--- src/common/soc_pkg.sv ---
// Bus widths, load/store address map, and response, target and memory state enums
package soc_pkg;

    // Bus widths
    localparam int ADDR_W   = 32;
    localparam int DATA_W   = 64;
    localparam int STRB_W   = DATA_W / 8;

    // Byte offset bits within one 64-bit word
    localparam int WORD_LSB = 3;

    // Local data memory region
    localparam logic [ADDR_W-1:0] LMEM_BASE = 32'h0000_0000;
    localparam logic [ADDR_W-1:0] LMEM_SIZE = 32'h0000_2000;

    // Closely coupled data memory region
    localparam logic [ADDR_W-1:0] DCCM_BASE = 32'hF004_0000;
    localparam logic [ADDR_W-1:0] DCCM_SIZE = 32'h0000_1000;

    // Response status, encoded as AXI rresp
    typedef enum logic [1:0] {
        RESP_OKAY   = 2'b00,
        RESP_DECERR = 2'b11
    } resp_e;

    // Where a load/store request was routed
    typedef enum logic [1:0] {
        TGT_LMEM = 2'd0,
        TGT_DCCM = 2'd1,
        TGT_NONE = 2'd2
    } target_e;

    // Memory response register state
    typedef enum logic {
        MS_IDLE = 1'b0,
        MS_RESP = 1'b1
    } mem_state_e;

endpackage

--- src/bridge/resp_order_fifo.sv ---
// Circular FIFO of load/store request targets awaiting a response
module resp_order_fifo
    import soc_pkg::*;
#(
    parameter int ORDER_DEPTH = 4
) (
    input  logic    core_clk,
    input  logic    rst_i,
    input  logic    push_i,
    input  target_e push_tgt_i,
    input  logic    pop_i,
    output logic    full_o,
    output logic    empty_o,
    output target_e head_tgt_o
);

    localparam int PTR_W = (ORDER_DEPTH > 1) ? $clog2(ORDER_DEPTH) : 1;
    localparam int CNT_W = $clog2(ORDER_DEPTH + 1);

    target_e          tgt_q [ORDER_DEPTH];
    logic [PTR_W-1:0] wr_ptr_q;
    logic [PTR_W-1:0] rd_ptr_q;
    logic [CNT_W-1:0] count_q;

    assign full_o     = (count_q == CNT_W'(ORDER_DEPTH));
    assign empty_o    = (count_q == '0);
    assign head_tgt_o = tgt_q[rd_ptr_q];

    // Pointers and occupancy
    always_ff @(posedge core_clk) begin
        if (rst_i) begin
            wr_ptr_q <= '0;
            rd_ptr_q <= '0;
            count_q  <= '0;
        end else begin
            if (push_i) begin
                wr_ptr_q <= (wr_ptr_q == PTR_W'(ORDER_DEPTH - 1)) ? '0 : wr_ptr_q + 1'b1;
            end
            if (pop_i) begin
                rd_ptr_q <= (rd_ptr_q == PTR_W'(ORDER_DEPTH - 1)) ? '0 : rd_ptr_q + 1'b1;
            end
            if (push_i && !pop_i) begin
                count_q <= count_q + 1'b1;
            end else if (pop_i && !push_i) begin
                count_q <= count_q - 1'b1;
            end
        end
    end

    // Entry storage
    always_ff @(posedge core_clk) begin
        if (push_i) begin
            tgt_q[wr_ptr_q] <= push_tgt_i;
        end
    end

endmodule

--- src/bridge/lsu_bridge.sv ---
// Load/store address decode, request routing, decode-error responder and in-order return
module lsu_bridge
    import soc_pkg::*;
#(
    parameter int ORDER_DEPTH = 4
) (
    input  logic              core_clk,
    input  logic              rst_i,

    // Load/store master
    input  logic              m_req_valid_i,
    output logic              m_req_ready_o,
    input  logic              m_req_write_i,
    input  logic [ADDR_W-1:0] m_req_addr_i,
    input  logic [DATA_W-1:0] m_req_wdata_i,
    input  logic [STRB_W-1:0] m_req_strb_i,
    output logic              m_rsp_valid_o,
    input  logic              m_rsp_ready_i,
    output logic [DATA_W-1:0] m_rsp_rdata_o,
    output resp_e             m_rsp_resp_o,

    // Slave 0, local data memory
    output logic              s0_req_valid_o,
    input  logic              s0_req_ready_i,
    output logic              s0_req_write_o,
    output logic [ADDR_W-1:0] s0_req_addr_o,
    output logic [DATA_W-1:0] s0_req_wdata_o,
    output logic [STRB_W-1:0] s0_req_strb_o,
    input  logic              s0_rsp_valid_i,
    output logic              s0_rsp_ready_o,
    input  logic [DATA_W-1:0] s0_rsp_rdata_i,
    input  resp_e             s0_rsp_resp_i,

    // Slave 1, DCCM
    output logic              s1_req_valid_o,
    input  logic              s1_req_ready_i,
    output logic              s1_req_write_o,
    output logic [ADDR_W-1:0] s1_req_addr_o,
    output logic [DATA_W-1:0] s1_req_wdata_o,
    output logic [STRB_W-1:0] s1_req_strb_o,
    input  logic              s1_rsp_valid_i,
    output logic              s1_rsp_ready_o,
    input  logic [DATA_W-1:0] s1_rsp_rdata_i,
    input  resp_e             s1_rsp_resp_i
);

    logic [ADDR_W-1:0] lmem_off;
    logic [ADDR_W-1:0] dccm_off;
    target_e           req_tgt;
    logic              tgt_ready;
    logic              push;
    logic              pop;
    logic              fifo_full;
    logic              fifo_empty;
    target_e           head_tgt;
    logic              sel_valid;
    logic              derr_valid_q;
    logic              derr_take;

    // Region offsets double as the rebased slave addresses
    assign lmem_off = m_req_addr_i - LMEM_BASE;
    assign dccm_off = m_req_addr_i - DCCM_BASE;

    always_comb begin
        if (lmem_off < LMEM_SIZE) begin
            req_tgt = TGT_LMEM;
        end else if (dccm_off < DCCM_SIZE) begin
            req_tgt = TGT_DCCM;
        end else begin
            req_tgt = TGT_NONE;
        end
    end

    // Error slot frees up when its response leaves this cycle
    always_comb begin
        case (req_tgt)
            TGT_LMEM: tgt_ready = s0_req_ready_i;
            TGT_DCCM: tgt_ready = s1_req_ready_i;
            default:  tgt_ready = !derr_valid_q || derr_take;
        endcase
    end

    assign m_req_ready_o = !fifo_full && tgt_ready;
    assign push          = m_req_valid_i && m_req_ready_o;

    // Request fan-out, only valid is steered
    assign s0_req_valid_o = m_req_valid_i && !fifo_full && (req_tgt == TGT_LMEM);
    assign s0_req_write_o = m_req_write_i;
    assign s0_req_addr_o  = lmem_off;
    assign s0_req_wdata_o = m_req_wdata_i;
    assign s0_req_strb_o  = m_req_strb_i;

    assign s1_req_valid_o = m_req_valid_i && !fifo_full && (req_tgt == TGT_DCCM);
    assign s1_req_write_o = m_req_write_i;
    assign s1_req_addr_o  = dccm_off;
    assign s1_req_wdata_o = m_req_wdata_i;
    assign s1_req_strb_o  = m_req_strb_i;

    resp_order_fifo #(
        .ORDER_DEPTH (ORDER_DEPTH)
    ) order_fifo (
        .core_clk   (core_clk),
        .rst_i      (rst_i),
        .push_i     (push),
        .push_tgt_i (req_tgt),
        .pop_i      (pop),
        .full_o     (fifo_full),
        .empty_o    (fifo_empty),
        .head_tgt_o (head_tgt)
    );

    // Response from the oldest outstanding target only
    always_comb begin
        case (head_tgt)
            TGT_LMEM: begin
                sel_valid     = s0_rsp_valid_i;
                m_rsp_rdata_o = s0_rsp_rdata_i;
                m_rsp_resp_o  = s0_rsp_resp_i;
            end
            TGT_DCCM: begin
                sel_valid     = s1_rsp_valid_i;
                m_rsp_rdata_o = s1_rsp_rdata_i;
                m_rsp_resp_o  = s1_rsp_resp_i;
            end
            default: begin
                sel_valid     = derr_valid_q;
                m_rsp_rdata_o = '0;
                m_rsp_resp_o  = RESP_DECERR;
            end
        endcase
    end

    assign m_rsp_valid_o  = !fifo_empty && sel_valid;
    assign pop            = m_rsp_valid_o && m_rsp_ready_i;
    assign s0_rsp_ready_o = m_rsp_ready_i && !fifo_empty && (head_tgt == TGT_LMEM);
    assign s1_rsp_ready_o = m_rsp_ready_i && !fifo_empty && (head_tgt == TGT_DCCM);
    assign derr_take      = pop && (head_tgt == TGT_NONE);

    // One-entry decode-error responder
    always_ff @(posedge core_clk) begin
        if (rst_i) begin
            derr_valid_q <= 1'b0;
        end else if (push && (req_tgt == TGT_NONE)) begin
            derr_valid_q <= 1'b1;
        end else if (derr_take) begin
            derr_valid_q <= 1'b0;
        end
    end

endmodule

--- config.mk ---
export PLATFORM = sky130hd
export DESIGN_NAME = lsu_bridge
export DESIGN_NICKNAME = d
export VERILOG_FILES = /design/src/common/soc_pkg.sv /design/src/bridge/resp_order_fifo.sv /design/src/bridge/lsu_bridge.sv
export SDC_FILE = /design/constraint.sdc
export NUM_CORES = 1
export LEC_CHECK = 0
export BUFFER_PORTS_ARGS = -buffer_cell sky130_fd_sc_hd__buf_2
export CAP_MARGIN = 20
export CORE_AREA = 3 3 207 209
export DETAILED_ROUTE_END_ITERATION = 7
export DIE_AREA = 0 0 210 212
export PLACE_DENSITY = 0.4
export SYNTH_ARGS = -nofsm -noshare
export SYNTH_HDL_FRONTEND = slang
export SYNTH_HIERARCHICAL = 1
export SYNTH_SLANG_ARGS = --single-unit
--- constraint.sdc ---
create_clock -name core_clk -period 3 [get_ports core_clk]
set_clock_uncertainty 0.15 [all_clocks]
set_input_delay 0 -clock core_clk [delete_from_list [all_inputs] [get_ports core_clk]]
set_output_delay 0 -clock core_clk [all_outputs]
set_load 0.02 [all_outputs]
* Word level (Yosys, flattened, before mapping)
Memory sizes are Yosys's and may differ from the RTL's. A register that Yosys moved wholly into a read port is not among the register bits. Cells that the tools add are included.
Cells by class: $add $sub $neg 5, $lt $le $gt $ge 2, eq/ne operators 7, multiplexer cells 16, reductions and logical operators 25
Operators with widths (number):
- one-hot mux 64 bit (2 select lines) | 1
- < comparator 32 x 13 -> 1 bit, second input constant | 1
- < comparator 32 x 14 -> 1 bit, second input constant | 1
- subtractor 32 bit, second input constant | 1
- logical AND 1 bit | 14
- two-way mux 2 bit | 6
- equality test 2 bit, second input constant | 4
- two-way mux 3 bit | 2
- logical NOT 1 bit | 5
- adder 2 x 1 -> 2 bit, second input constant | 2
- equality test 2 x 1 -> 1 bit, second input constant | 2
- logical NOT 2 bit | 2
- two-way mux 1 bit | 4
- one-hot mux 1 bit (2 select lines) | 2
- one-hot mux 2 bit (2 select lines) | 1
- nonzero test 2 bit | 2
- adder 3 x 1 -> 3 bit, second input constant | 1
- equality test 3 bit, second input constant | 1
- logical NOT 3 bit | 1
- subtractor 3 x 1 -> 3 bit, second input constant | 1
- logical OR 1 bit | 1
Storage, ports and cells: register bits after elaboration 8, RAM bits 8, input bits 245, logic and storage cells 60, memories kept 1
Memories:
- order_fifo.tgt_q | words 4, bits a word 2, rd ports 1, clocked after Yosys merged registers in 1, wr ports 1, RTL line resp_order_fifo.sv:20 | target_e tgt_q [ORDER_DEPTH];

* Depth between registers and ports, before layout
Gate-level depths: netlist (run 1).
depth in word-level cells 13, gate-level depth with buffers 14

* Modules after synthesis
The synthesis (run 1) kept the hierarchy.
By module, submodules not included:
- lsu_bridge | times used 1, cells an instance 431, area an instance 3129.3 µm²
- resp_order_fifo | times used 1, cells an instance 55, area an instance 728.2 µm²

* Worst setup path after synthesis (run 1)
Ideal clock, no wire load.
path kind input to register, start point input port m_req_addr_i[18], end point register order_fifo.count_q[2], setup time 0.070 ns, arrival 2.990 ns, data required time 2.780 ns, slack -0.210 ns, stages 14, cell sequence inv_1 -> ha_1 -> nor3b_2 -> a31oi_2 -> xor2_2 -> nor4_4 -> and4b_1 -> a211oi_2 -> ha_1 -> inv_1 -> fa_1 -> xor2_1 -> or3_1 -> a21oi_1
On the way: cells in the longest elaborated chain, start to end 11, elaborated cells between the ends (all ways) 15, those cells by class add/sub (1); order compare (2); eq/ne (1); mux (4); reduce/logical (7)
Ends and longest elaborated chain:
- from (decl) | RTL line lsu_bridge.sv:14 | input logic [ADDR_W-1:0] m_req_addr_i,
- subtractor 32 bit (*) | RTL line lsu_bridge.sv:62 | assign dccm_off = m_req_addr_i - DCCM_BASE;
- via s1_req_addr_o[30] | RTL line lsu_bridge.sv:38 | output logic [ADDR_W-1:0] s1_req_addr_o,
- < comparator 32 x 13 -> 1 bit (*) | RTL line lsu_bridge.sv:67 | end else if (dccm_off < DCCM_SIZE) begin
- two-way mux 2 bit (*) | RTL line lsu_bridge.sv:67
- two-way mux 2 bit (*) | RTL line lsu_bridge.sv:65 | if (lmem_off < LMEM_SIZE) begin
- equality test 2 x 1 -> 1 bit / logical NOT 2 bit (equally long branches) | RTL line lsu_bridge.sv:76 | case (req_tgt)
- one-hot mux 1 bit (2 select lines) (*) | RTL line lsu_bridge.sv:76
- logical AND 1 bit (*) | RTL line lsu_bridge.sv:83 | assign m_req_ready_o = !fifo_full && tgt_ready;
- logical AND 1 bit (*) | RTL line lsu_bridge.sv:84 | assign push = m_req_valid_i && m_req_ready_o;
- via push | RTL line lsu_bridge.sv:51 | logic push;
- logical NOT 1 bit | RTL line resp_order_fifo.sv:44 | end else if (pop_i && !push_i) begin
- logical AND 1 bit | RTL line resp_order_fifo.sv:44
- nonzero test 2 bit (no line)
- to (signal assigned) | RTL line resp_order_fifo.sv:43 | count_q <= count_q + 1'b1;
- to (signal assigned) | RTL line resp_order_fifo.sv:45 | count_q <= count_q - 1'b1;
- to (decl) | RTL line resp_order_fifo.sv:23 | logic [CNT_W-1:0] count_q;
Mark *: on every way through the listed nets, which the timed path passes. The rest lies on a longest branch. A chain may end at the register's enable or synchronous reset.

==> results of run 1 <==
==> synthesized netlist by cell type, types with 5 or more instances <==
| library cell | count |
|---|---|
| buf_1 | 5 |
| buf_4 | 196 |
| clkbuf_1 | 8 |
| dfxtp_1 | 10 |
| edfxtp_1 | 8 |
| ha_1 | 8 |
| inv_1 | 13 |
| mux2i_1 | 70 |
| nand2_1 | 8 |
| nand2b_1 | 5 |
| nand3_1 | 5 |
| nor2_1 | 79 |
| nor3_1 | 5 |
| xnor2_1 | 5 |
| xor2_1 | 5 |
==> critical path, cell delays in order, from the launching register on <==
cell and delay, ps:
edfxtp_1 360, mux4_4 630, o31a_1 320, a211oi_4 270, ha_4 180, inv_2 40, fa_2 330, xor2_1 150
or3_1 310, a21oi_1 150
==> power groups by stage <==
stage                     registers (uW)  logic (uW)  clock network (uW)
after floorplan                      327         990                   0
final                                329        1310                 257
after global routing                 335        1420                 275
after detailed placement             334        1010                   0
after global placement               333        1000                   0
after CTS                            330        1300                 266
==> through the flow <==
step	setup TNS (ps)	power, uW	setup WS [ps]
CTS	0	1900	2.05
global route	-84.9	2030	-84.9
floorplan	-78.3	1320	-78.3
global placement	-52.8	1340	-52.8
finish	0	1890	51.5
detailed placement	-110	1350	-110
==> placed cells by master, fill, tap and decap left out, drive strengths merged, types with 2 or more instances in the layout <==
cell	count
nor4	4
mux4	2
dlygate4sd3	87
nor2	80
inv	12
and3	2
xnor2	7
o21bai	2
buf	311
nand2	8
clkbuf	3
dfxtp	10
nand2b	5
nor3b	5
a31oi	4
a21oi	5
edfxtp	8
a211oi	3
mux2i	70
and4b	2
ha	8
nor3	8
and2	5
o21ai	3
xor2	7
nand3	5
==> area by class of cell <==
type | instances | area, sq um
inverter | 13 | 52.6
timing repair buffer | 398 | 2540
clock buffer | 3 | 75.1
sequential | 18 | 442
clock inverter | 1 | 3.75
multi-input combinational | 243 | 1910
tap | 532 | 666
fill | 4689 | 35300
==> timing repair <==
item / in CTS / in global routing
endpoints found under the hold margin: 180 / 0
buffers inserted: 0 / 2
pin swaps: 2 / 2
resized for setup: 4 / 3
setup endpoints to repair: 1 / 1
hold buffers: 87 / 0
==> worst max-delay path by stage <==
stage | endpoint | slack (ps) | cells past startpoint
final | order_fifo/count_q[2]$_SDFFE_PP0P_ | 50 | 9
after global routing | order_fifo/count_q[2]$_SDFFE_PP0P_ | -80 | 9
after CTS | order_fifo/count_q[2]$_SDFFE_PP0P_ | 2 | 9
after detailed placement | order_fifo/count_q[2]$_SDFFE_PP0P_ | -110 | 15
after global placement | order_fifo/count_q[2]$_SDFFE_PP0P_ | -50 | 13
after floorplan | order_fifo/count_q[2]$_SDFFE_PP0P_ | -80 | 14
==> cells by family (layout without fill, tap and decap cells) <==
group / count (synthesis) / in the layout / synth area share
AOI/OAI and AO/OA: 19 / 19 / 0.0399
xor gates and xnor gates: 14 / 14 / 0.0396
adders and majority gates: 9 / 9 / 0.0311
buffers and inverters: 225 / 415 / 0.411
DFF: 18 / 18 / 0.114
muxes: 72 / 72 / 0.193
and+or+nand+nor: 129 / 129 / 0.171
==> layer usage <==
metal / track usage / vias to the layer above
met4: 0.0133 / 2
met3: 0.0156 / 10
met1: 0.0719 / 1689
met5: 0 / -
met2: 0.104 / 237
li1: - / 1775
==> summary.md, run 1 <==
| Metric | Value |
|---|---|
| Status | finished, final reports clean |
| Worst hold slack | around 98 ps |
| Worst-path fanout max | 3 |
| Post-Synthesis Cells | 486 |
| Sequential cell area fraction in the yosys report | 0.114 |
| Detailed-route DRC error count | 0 |
| Die Height | approximately 210 um |
| # port buffers | ~270 |
| HPWL after DPL | 12,000 um |
| GPL Wtd Cong | 0.738 |
| Syn_area_per_cell | 7.94 sq um |
| Final period utilization | 0.983 |
| Power Internal | 1040 uW |
| Clk_lat worst skew | between 200 and 250 ps |
| Vias | 3,713 |
| Initial DRC Count | 102 |
| Final wirelength | ~15,000 um |
| H-Tree Level Count | 1 |
| Fin util | 0.139 |
| Yosys warnings | 6 |
| R2R setup slack | roughly 50 ps |
| Yosys top cell area share | 0.381 |
| WHS Path Cells | 2 |
| Met2 wire len | 7490 um |
| Top layer in use | met5 |
| Antenna-violating nets left | 0 |
| CP Launch Type | register |
| Worst-case clock buffer depth | 2 |
| Fraction of registers with async set/reset | 0 |
| # diodes | 0 |
| Mapped Area | between 3000 and 4000 sq um |
| Initial antenna violation count | 1 |
| Endpoints failing setup | 0 |
| Top FF cell, synth | dfxtp_1 |
| First-pass GRT wire length | 20,500 um |
| Setup Crit Path Kind | reg2reg |
| Seq pwr share | 0.174 |
| Normalized max-slew margin | 0.588 |
| Area leader, netlist | buf_4 |
| Gr usage total | 0.0588 |
| WP data arrival | slightly below 3000 ps |
| RSZ-0062 raised after global routing | yes |
| Vias per cell | 3.07 |
| Hold Fails Final Rpt | 0 |
| Sw Pwr | 850 uW |
| Clock power frac | 0.136 |
| Post-synth EDFFs | 8 |
| Max-cap violations | 0 |
| Reg clk slew, reported paths | ~50 ps |
| PD cells | between 300 and 400 nW/um^2 |
| Cell row count | 74 |
| Die width | around 210 um |
| Final Critical Period | 2950 ps |
| Vias in the first global route | about 3,600 |
| Fmax | 339 MHz |
| GRT Residual Overflow | 0 |
| Synth Register Bits | 18 |
| Crit path from | order_fifo/tgt_q[2][0]$_DFFE_PP_ |
| WL/cell | around 13 um |
| Routed met3 length | approximately 1400 um |
| Leakage | ~0.0028 uW |
| Final instance area | about 5700 sq um |
| Metal-1 WL | roughly 6300 um |
| Worst reg2reg startpoint | order_fifo/tgt_q[2][0]$_DFFE_PP_ |
| First drt pass iteration count | 4 |
| Worst-Margin Slew | 617 ps |
| I/O pins | 527 |
| CTS tree | built |
| Worst R2R Path Depth | 9 |
| Starting density of the core | 0.0940 |
| Die area | between 40,000 and 50,000 sq um |
| Num CTS Buffers | 3 |
| Ranking of synthesized cells by area | buf_4, mux2i_1, nor2_1 |
| Final Non-Filler Cells | ~1,200 |
| Dpl cells | ~1,100 |
| Share of layout cells above drive strength 1 | 0.510 |
| Worst Setup End Kind | register |
| NumNets Final | 931 |
| Clock root buffer | clkbuf_16 |
| Hold Startpoint | m_req_addr_i[13] |
| Dpl cell area | between 4000 and 5000 sq um |
| Req. time, crit path | around 3000 ps |
| Area growth syn-to-layout | 47.6% |
| Peak supply drop | between 150 and 200 uV |
| CTS sink cnt | 18 |
| Pin count of the biggest net entering global routing | 38 |
| Switching Share | 0.450 |
| HP Class | in2out |
| Hold path endpoint | s0_req_addr_o[13] |
| Worst r2r dst | order_fifo/count_q[2]$_SDFFE_PP0P_ |
| Distinct cells, synth | 47 |
| Post-Syn Nets | between 700 and 800 |
| Placeable Area | 41,000 sq um |
| Fin. max-slew vios | 0 |
| Combinational power share | 0.690 |
Power figures use the tool's default switching activity.
==> run 2, diff against run 1 <==
--- a/config.mk
+++ b/config.mk
@@ -6,12 +6,11 @@
 export NUM_CORES = 1
 export LEC_CHECK = 0
 export BUFFER_PORTS_ARGS = -buffer_cell sky130_fd_sc_hd__buf_2
-export CAP_MARGIN = 20
-export CORE_AREA = 3 3 207 209
+export CAP_MARGIN = 25
+export CORE_AREA = 3 3 205 207
 export DETAILED_ROUTE_END_ITERATION = 7
-export DIE_AREA = 0 0 210 212
-export PLACE_DENSITY = 0.4
+export DIE_AREA = 0 0 208 210
+export PLACE_DENSITY = 0.41
 export SYNTH_ARGS = -nofsm -noshare
 export SYNTH_HDL_FRONTEND = slang
-export SYNTH_HIERARCHICAL = 1
 export SYNTH_SLANG_ARGS = --single-unit
==> run 2 against run 1 <==
Effect of this change:
- sequential share of layout area up 0.19 points
- power shrank 2.2%
- worst setup slack improved by 28 ps
- non-clock buffer count decreased by 3
==> summary.md, run 2 <==
| Metric | Value |
|---|---|
| Status | finished, final reports clean |
| Die Height | roughly 210 um |
| CTS sink cnt | 18 |
| Endpoints failing setup | 0 |
| Post-Syn Nets | ~820 |
| CP dominant cell by count | nand2b_1 |
| Share of layout cells above drive strength 1 | 0.448 |
| Clock root buffer | clkbuf_16 |
| Die width | ~210 um |
| H-Tree Level Count | 1 |
| Fraction of registers with async set/reset | 0 |
| Worst r2r dst | order_fifo.count_q[2]$_SDFFE_PP0P_ |
| Simple-Gate Fraction of Synth Area | 0.244 |
| First-pass GRT wire length | 22,700 um |
| HP Class | in2reg |
| Post-Synthesis Cells | 570 |
| Gr usage total | 0.0643 |
| # diodes | 0 |
| Setup Crit Path Kind | reg2reg |
| Final wirelength | between 15,000 and 20,000 um |
| Hold Startpoint | m_rsp_ready_i |
| Vias per cell | 3.26 |
| CTS tree | built |
| WP data arrival | ~3000 ps |
| Req. time, crit path | 3030 ps |
| Placeable Area | around 41,000 sq um |
| Normalized max-slew margin | 0.545 |
| Hold Fails Final Rpt | 0 |
| Multiplexer area fraction after synthesis | 0.0335 |
| Worst-path fanout max | 3 |
| Max-cap violations | 0 |
| Worst-case clock buffer depth | 2 |
| Peak supply drop | 208 uV |
| Yosys warnings | 0 |
| Fmax | approximately 340 MHz |
| First drt pass iteration count | 4 |
| Critical path buffer and inverter count | 1 |
| Xor/xnor share of the synthesized area | 0.0296 |
| Worst hold slack | 40.5 ps |
| R2R setup slack | 80 ps |
| Worst-Margin Slew | just under 700 ps |
| NumNets Final | approximately 1,000 |
| Reg clk slew, reported paths | approximately 50 ps |
| Detailed-route DRC error count | 0 |
| Setup_tns | 0 ps |
| Leakage | approximately 0.0026 uW |
| GPL Wtd Cong | a little over 0.8 |
| Initial antenna violation count | 1 |
| RSZ-0062 raised after global routing | yes |
| PD cells | 333 nW/um^2 |
| Vias | approximately 4,200 |
| HPWL after DPL | 12,000 um |
| Final period utilization | 0.973 |
| Worst reg2reg startpoint | order_fifo.tgt_q[3][0]$_DFFE_PP_ |
| Area growth syn-to-layout | 45.8% |
| GRT Residual Overflow | 0 |
| Cell row count | 74 |
| Fin. max-slew vios | 0 |
| Synth top cells by count | buf_4, nand2_1, a21oi_1 |
| Initial DRC Count | about 170 |
| Largest stage delay, worst path | about 500 ps |
| Largest delay share family, worst path | simple AND/OR/NAND/NOR gates |
| Distinct cells, synth | between 40 and 50 |
| Pin count of the biggest net entering global routing | 68 |
| Post-CTS Setup Inserts | 0 |
| Area leader, netlist | buf_4 |
| Main combinational cell family by area after synthesis | buffers and inverters |
| Die area | 43,700 sq um |
| Syn_area_per_cell | roughly 6.7 sq um |
| Synth Register Bits | 18 |
| Hold path endpoint | derr_valid_q$_SDFFE_PP0P_ |
| Starting density of the core | 0.0939 |
| Yosys top cell area share | 0.386 |
| Worst R2R Path Depth | 12 |
| Post-synth EDFFs | 8 |
| I/O pins | roughly 530 |
| Most frequent cells in the layout | buf_2, nand2_1, dlygate4sd3_1 |
| Fillers | 4,699 |
| Synth Area in Adders | 0.0315 |
| Top-count cell post-synth | buf_4 |
| Sequential cell area fraction in the yosys report | 0.116 |
| Commonest non-fill, non-tap cell in the layout | buf_2 |
| Clk_lat worst skew | roughly 240 ps |
| Slowest-stage cell, CP | mux4_2 |
| Vias in the first global route | between 3,000 and 4,000 |
| Mapped Area | around 3800 sq um |
| Crit path cell chain | mux4_2 -> nand2b_1 -> o21ai_2 -> nand2b_1 -> a21oi_2 -> nor3_4 -> ha_2 -> inv_1 -> fa_2 -> xor2_1 -> or3_1 -> a21oi_1 |
| # port buffers | ~270 |
| CP Launch Type | register |
| Compound-gate portion of the synthesized area | 0.122 |
| Final Critical Period | ~2900 ps |
| Ranking of synthesized cells by area | buf_4, nand2_1, a21oi_1 |
| Dpl cells | roughly 1,200 |
| Final Non-Filler Cells | between 1,000 and 1,500 |
| Num CTS Buffers | 3 |
| Worst Setup End Kind | register |
| WHS Path Cells | 4 |
| WL/cell | between 10 and 15 um |
| Antenna-violating nets left | 0 |
| Top FF cell, synth | dfxtp_1 |
run 2: timing repair:
action / 4_1_cts / 5_1_grt
hold buffers: 86 / 0
setup endpoints to repair: 1 / 1
resized for setup: 3 / 1
endpoints found under the hold margin: 179 / 0
run 2: per-stage QoR:
stage | area (sq um) | power [uW] | setup WS [ps] | util
detailed placement | 4610 | 1330 | -83.0 | 0.114
global route | 5560 | 2030 | -119 | 0.137
floorplan | 3840 | 1270 | 6.22 | -
global placement | 4610 | 1330 | -116 | 0.114
CTS | 5550 | 1880 | 9.23 | 0.137
finish | 5560 | 1850 | 79.6 | 0.137
run 2: where the power goes:
| group | internal [uW] | switching (uW) | leakage (uW) | total, uW |
|---|---|---|---|---|
| sequential | 295 | 33.7 | 0.000150 | 329 |
| combinational | 462 | 798 | 0.00246 | 1260 |
| clock | 180 | 82.4 | 0.0000382 | 263 |
| total | 937 | 914 | 0.00264 | 1850 |
run 2: per-layer routing:
layer | global-route usage | wire, um | share of wire | vias to the layer above
met1 | 0.0855 | 6810 | 0.43 | 1888
met5 | 0 | 0 | 0 | -
met2 | 0.104 | 7250 | 0.46 | 273
li1 | - | - | - | 2004
met3 | 0.0213 | 1550 | 0.099 | 10
met4 | 0.00884 | 110 | 0.0070 | 0
run 2: how the worst max path moves through the flow:
stage | from | endpoint | cells after the start
floorplan | m_req_addr_i[24] | order_fifo.count_q[2]$_SDFFE_PP0P_ | 13
global placement | m_req_addr_i[24] | order_fifo.count_q[2]$_SDFFE_PP0P_ | 13
detailed placement | m_req_addr_i[24] | order_fifo.count_q[2]$_SDFFE_PP0P_ | 13
CTS | order_fifo.tgt_q[3][0]$_DFFE_PP_ | order_fifo.count_q[2]$_SDFFE_PP0P_ | 12
global route | order_fifo.tgt_q[3][0]$_DFFE_PP_ | order_fifo.count_q[2]$_SDFFE_PP0P_ | 12
finish | order_fifo.tgt_q[3][0]$_DFFE_PP_ | order_fifo.count_q[2]$_SDFFE_PP0P_ | 12
run 2: worst register-to-register path, cell delays in order, from the launching register on:
cell and delay (ps):
edfxtp_1 370, mux4_2 500, nand2b_1 170, o21ai_2 150, nand2b_1 140, a21oi_2 60, nor3_4 160, ha_2 200
inv_1 50, fa_2 330, xor2_1 160, or3_1 310, a21oi_1 120
run 2: cells by family (layout without fill, tap and decap cells):
kind of cell,count (synthesis),count (layout)
buf+inv,232,409
simple gates,205,205
compound gates,84,84
flops,18,18
xor+xnor,12,12
mux,10,10
fa+ha+maj,9,9
run 2: layout make-up:
type                       count  area [sq um]  area share
timing repair buffer         395          2530       0.455
sequential                    18           442      0.0795
tap                          532           666       0.120
inverter                      10          37.5     0.00676
multi-input combinational    320          1800       0.325
clock buffer                   4          78.8      0.0142
==> run 3, diff against run 2 <==
--- a/config.mk
+++ b/config.mk
@@ -10,7 +10,6 @@
 export CORE_AREA = 3 3 205 207
 export DETAILED_ROUTE_END_ITERATION = 7
 export DIE_AREA = 0 0 208 210
-export PLACE_DENSITY = 0.41
 export SYNTH_ARGS = -nofsm -noshare
 export SYNTH_HDL_FRONTEND = slang
 export SYNTH_SLANG_ARGS = --single-unit
==> run 3 against run 2 <==
Effect of this change:
- critical path depth unchanged
- largest cell class unchanged
- count of clock-buffer cells in the layout decreased by 1
- final area decreased by 1.0%
- clock power decreased by 2%
- utilization decreased by 0.14 points
- register-to-register slack about the same
==> summary.md, run 3 (synthesis results as in run 2) <==
| Metric | Value |
|---|---|
| Worst Setup End Kind | register |
| CTS sink cnt | 18 |
| First-pass GRT wire length | ~24,000 um |
| Gr usage total | 0.0670 |
| Initial antenna violation count | 3 |
| Num CTS Buffers | 3 |
| Worst-Margin Slew | ~750 ps |
| R2R setup slack | roughly 89 ps |
| Initial DRC Count | 151 |
| Final Non-Filler Cells | roughly 1,300 |
| Reg area | 442 sq um |
| GPL Wtd Cong | around 0.8 |
| GRT Residual Overflow | 0 |
| Final Critical Period | just under 3000 ps |
| Req. time, crit path | slightly above 3000 ps |
| PD cells | approximately 340 nW/um^2 |
| Crit path cell chain | mux4_2 -> nand2b_1 -> o21ai_2 -> nand2b_1 -> a21oi_2 -> nor3_4 -> ha_2 -> inv_1 -> fa_2 -> xor2_1 -> or3_1 -> a21oi_1 |
| Die Height | 210 um |
| RSZ-0062 raised after global routing | yes |
| Final period utilization | 0.970 |
| NumNets Final | about 1,000 |
| First drt pass iteration count | 5 |
| Largest delay share family, worst path | simple AND/OR/NAND/NOR gates |
| Die area | approximately 44,000 sq um |
| Die width | approximately 210 um |
| Setup WS post-layout | 89.3 ps |
| H-Tree Level Count | 1 |
| Antenna-violating nets left | 0 |
| Status | finished, final reports clean |
| # port buffers | ~270 |
| CP dominant cell by count | nand2b_1 |
| Clock root buffer | clkbuf_16 |
| Vias per cell | between 3 and 4 |
| Starting density of the core | 0.0939 |
| I/O pins | between 500 and 600 |
| Setup_tns | 0 ps |
| Vias in the first global route | between 4,000 and 5,000 |
| Pin count of the biggest net entering global routing | approximately 70 |
| Fmax | between 300 and 400 MHz |
| Footprint of the multi-input gates | 1800 sq um |
| Reg clk slew, reported paths | 50 ps |
| HP Class | in2reg |
| Max-cap violations | 0 |
| Detailed-route DRC error count | 0 |
| Clk_lat worst skew | between 200 and 250 ps |
| CP Launch Type | register |
| CTS tree | built |
| WP data arrival | between 2000 and 3000 ps |
| Most frequent cells in the layout | buf_2, nand2_1, dlygate4sd3_1 |
| Cell row count | 74 |
| Vias | between 4,000 and 5,000 |
| Endpoints failing setup | 0 |
| Slowest-stage cell, CP | mux4_2 |
| Final wirelength | between 15,000 and 20,000 um |
| Hold Fails Final Rpt | 0 |
| Normalized max-slew margin | 0.499 |
| HPWL after DPL | roughly 13,000 um |
| Fin. max-slew vios | 0 |
| Post-place setup slack | -86.7 ps |
| Worst-path fanout max | 2 |
| Dpl cells | ~1,200 |
| Placeable Area | around 41,000 sq um |
| Worst-case clock buffer depth | 2 |
| Peak supply drop | 244 uV |
| WL/cell | between 10 and 15 um |
| Share of layout cells above drive strength 1 | 0.443 |
| Fillers | 4,625 |
| Commonest non-fill, non-tap cell in the layout | buf_2 |
| Setup Crit Path Kind | reg2reg |
| Leakage | about 0.0026 uW |
| Critical path buffer and inverter count | 1 |
| Area growth syn-to-layout | 44.3% |
| Largest stage delay, worst path | ~480 ps |
## run 3: area by class of cell
type | count | area share
well taps | 532 | 0.121
diodes | 1 | 0.000455
multi-input cells | 320 | 0.328
repair buffers | 389 | 0.449
clock inverters | 1 | 0.000683
inverters | 10 | 0.00683
clock buffers | 3 | 0.0137
flip-flops and latches | 18 | 0.0803
## run 3: path summary, 6_finish.rpt
path / startpoint / end / depth (start not counted)
min: m_rsp_ready_i / derr_valid_q$_SDFFE_PP0P_ / 4
max reg2reg: order_fifo.tgt_q[2][0]$_DFFE_PP_ / order_fifo.count_q[2]$_SDFFE_PP0P_ / 12
min reg2reg: derr_valid_q$_SDFFE_PP0P_ / derr_valid_q$_SDFFE_PP0P_ / 2
max: order_fifo.tgt_q[2][0]$_DFFE_PP_ / order_fifo.count_q[2]$_SDFFE_PP0P_ / 12
## run 3: metrics by stage
step	hold slack [ps]	power, uW	area (sq um)	util
detailed placement	-150	1330	4550	0.112
floorplan	-63.6	1270	3840	-
global route	96.8	2010	5500	0.136
CTS	59.4	1870	5490	0.135
finish	48.4	1850	5500	0.136
global placement	-150	1300	4550	0.112
## run 3: worst register-to-register path: stages, from the launching register on
cell      delay, ps
edfxtp_1        380
mux4_2          480
nand2b_1        170
o21ai_2         160
nand2b_1        140
a21oi_2          50
nor3_4          150
ha_2            200
inv_1            50
fa_2            330
xor2_1          160
or3_1           300
a21oi_1         130
## run 3: metal layers
metal  global-route usage  share of wire
met1               0.0837           0.40
met2                0.117           0.50
met3               0.0188          0.097
met4               0.0109         0.0044
met5                    0              0
## run 3: where the power goes
group	switching, uW	total [uW]	internal [uW]	leakage, uW
combinational	810	1260	454	0.00242
clock	82.0	259	177	0.0000385
sequential	37.0	332	295	0.000150
total	929	1850	926	0.00261
## run 3: what timing repair did
action                                 in CTS  in global routing
resized for setup                           1                  2
buffers inserted                            0                  0
pin swaps                                   0                  1
endpoints found under the hold margin     179                  0
hold buffers                               86                  0
setup endpoints to repair                   1                  1
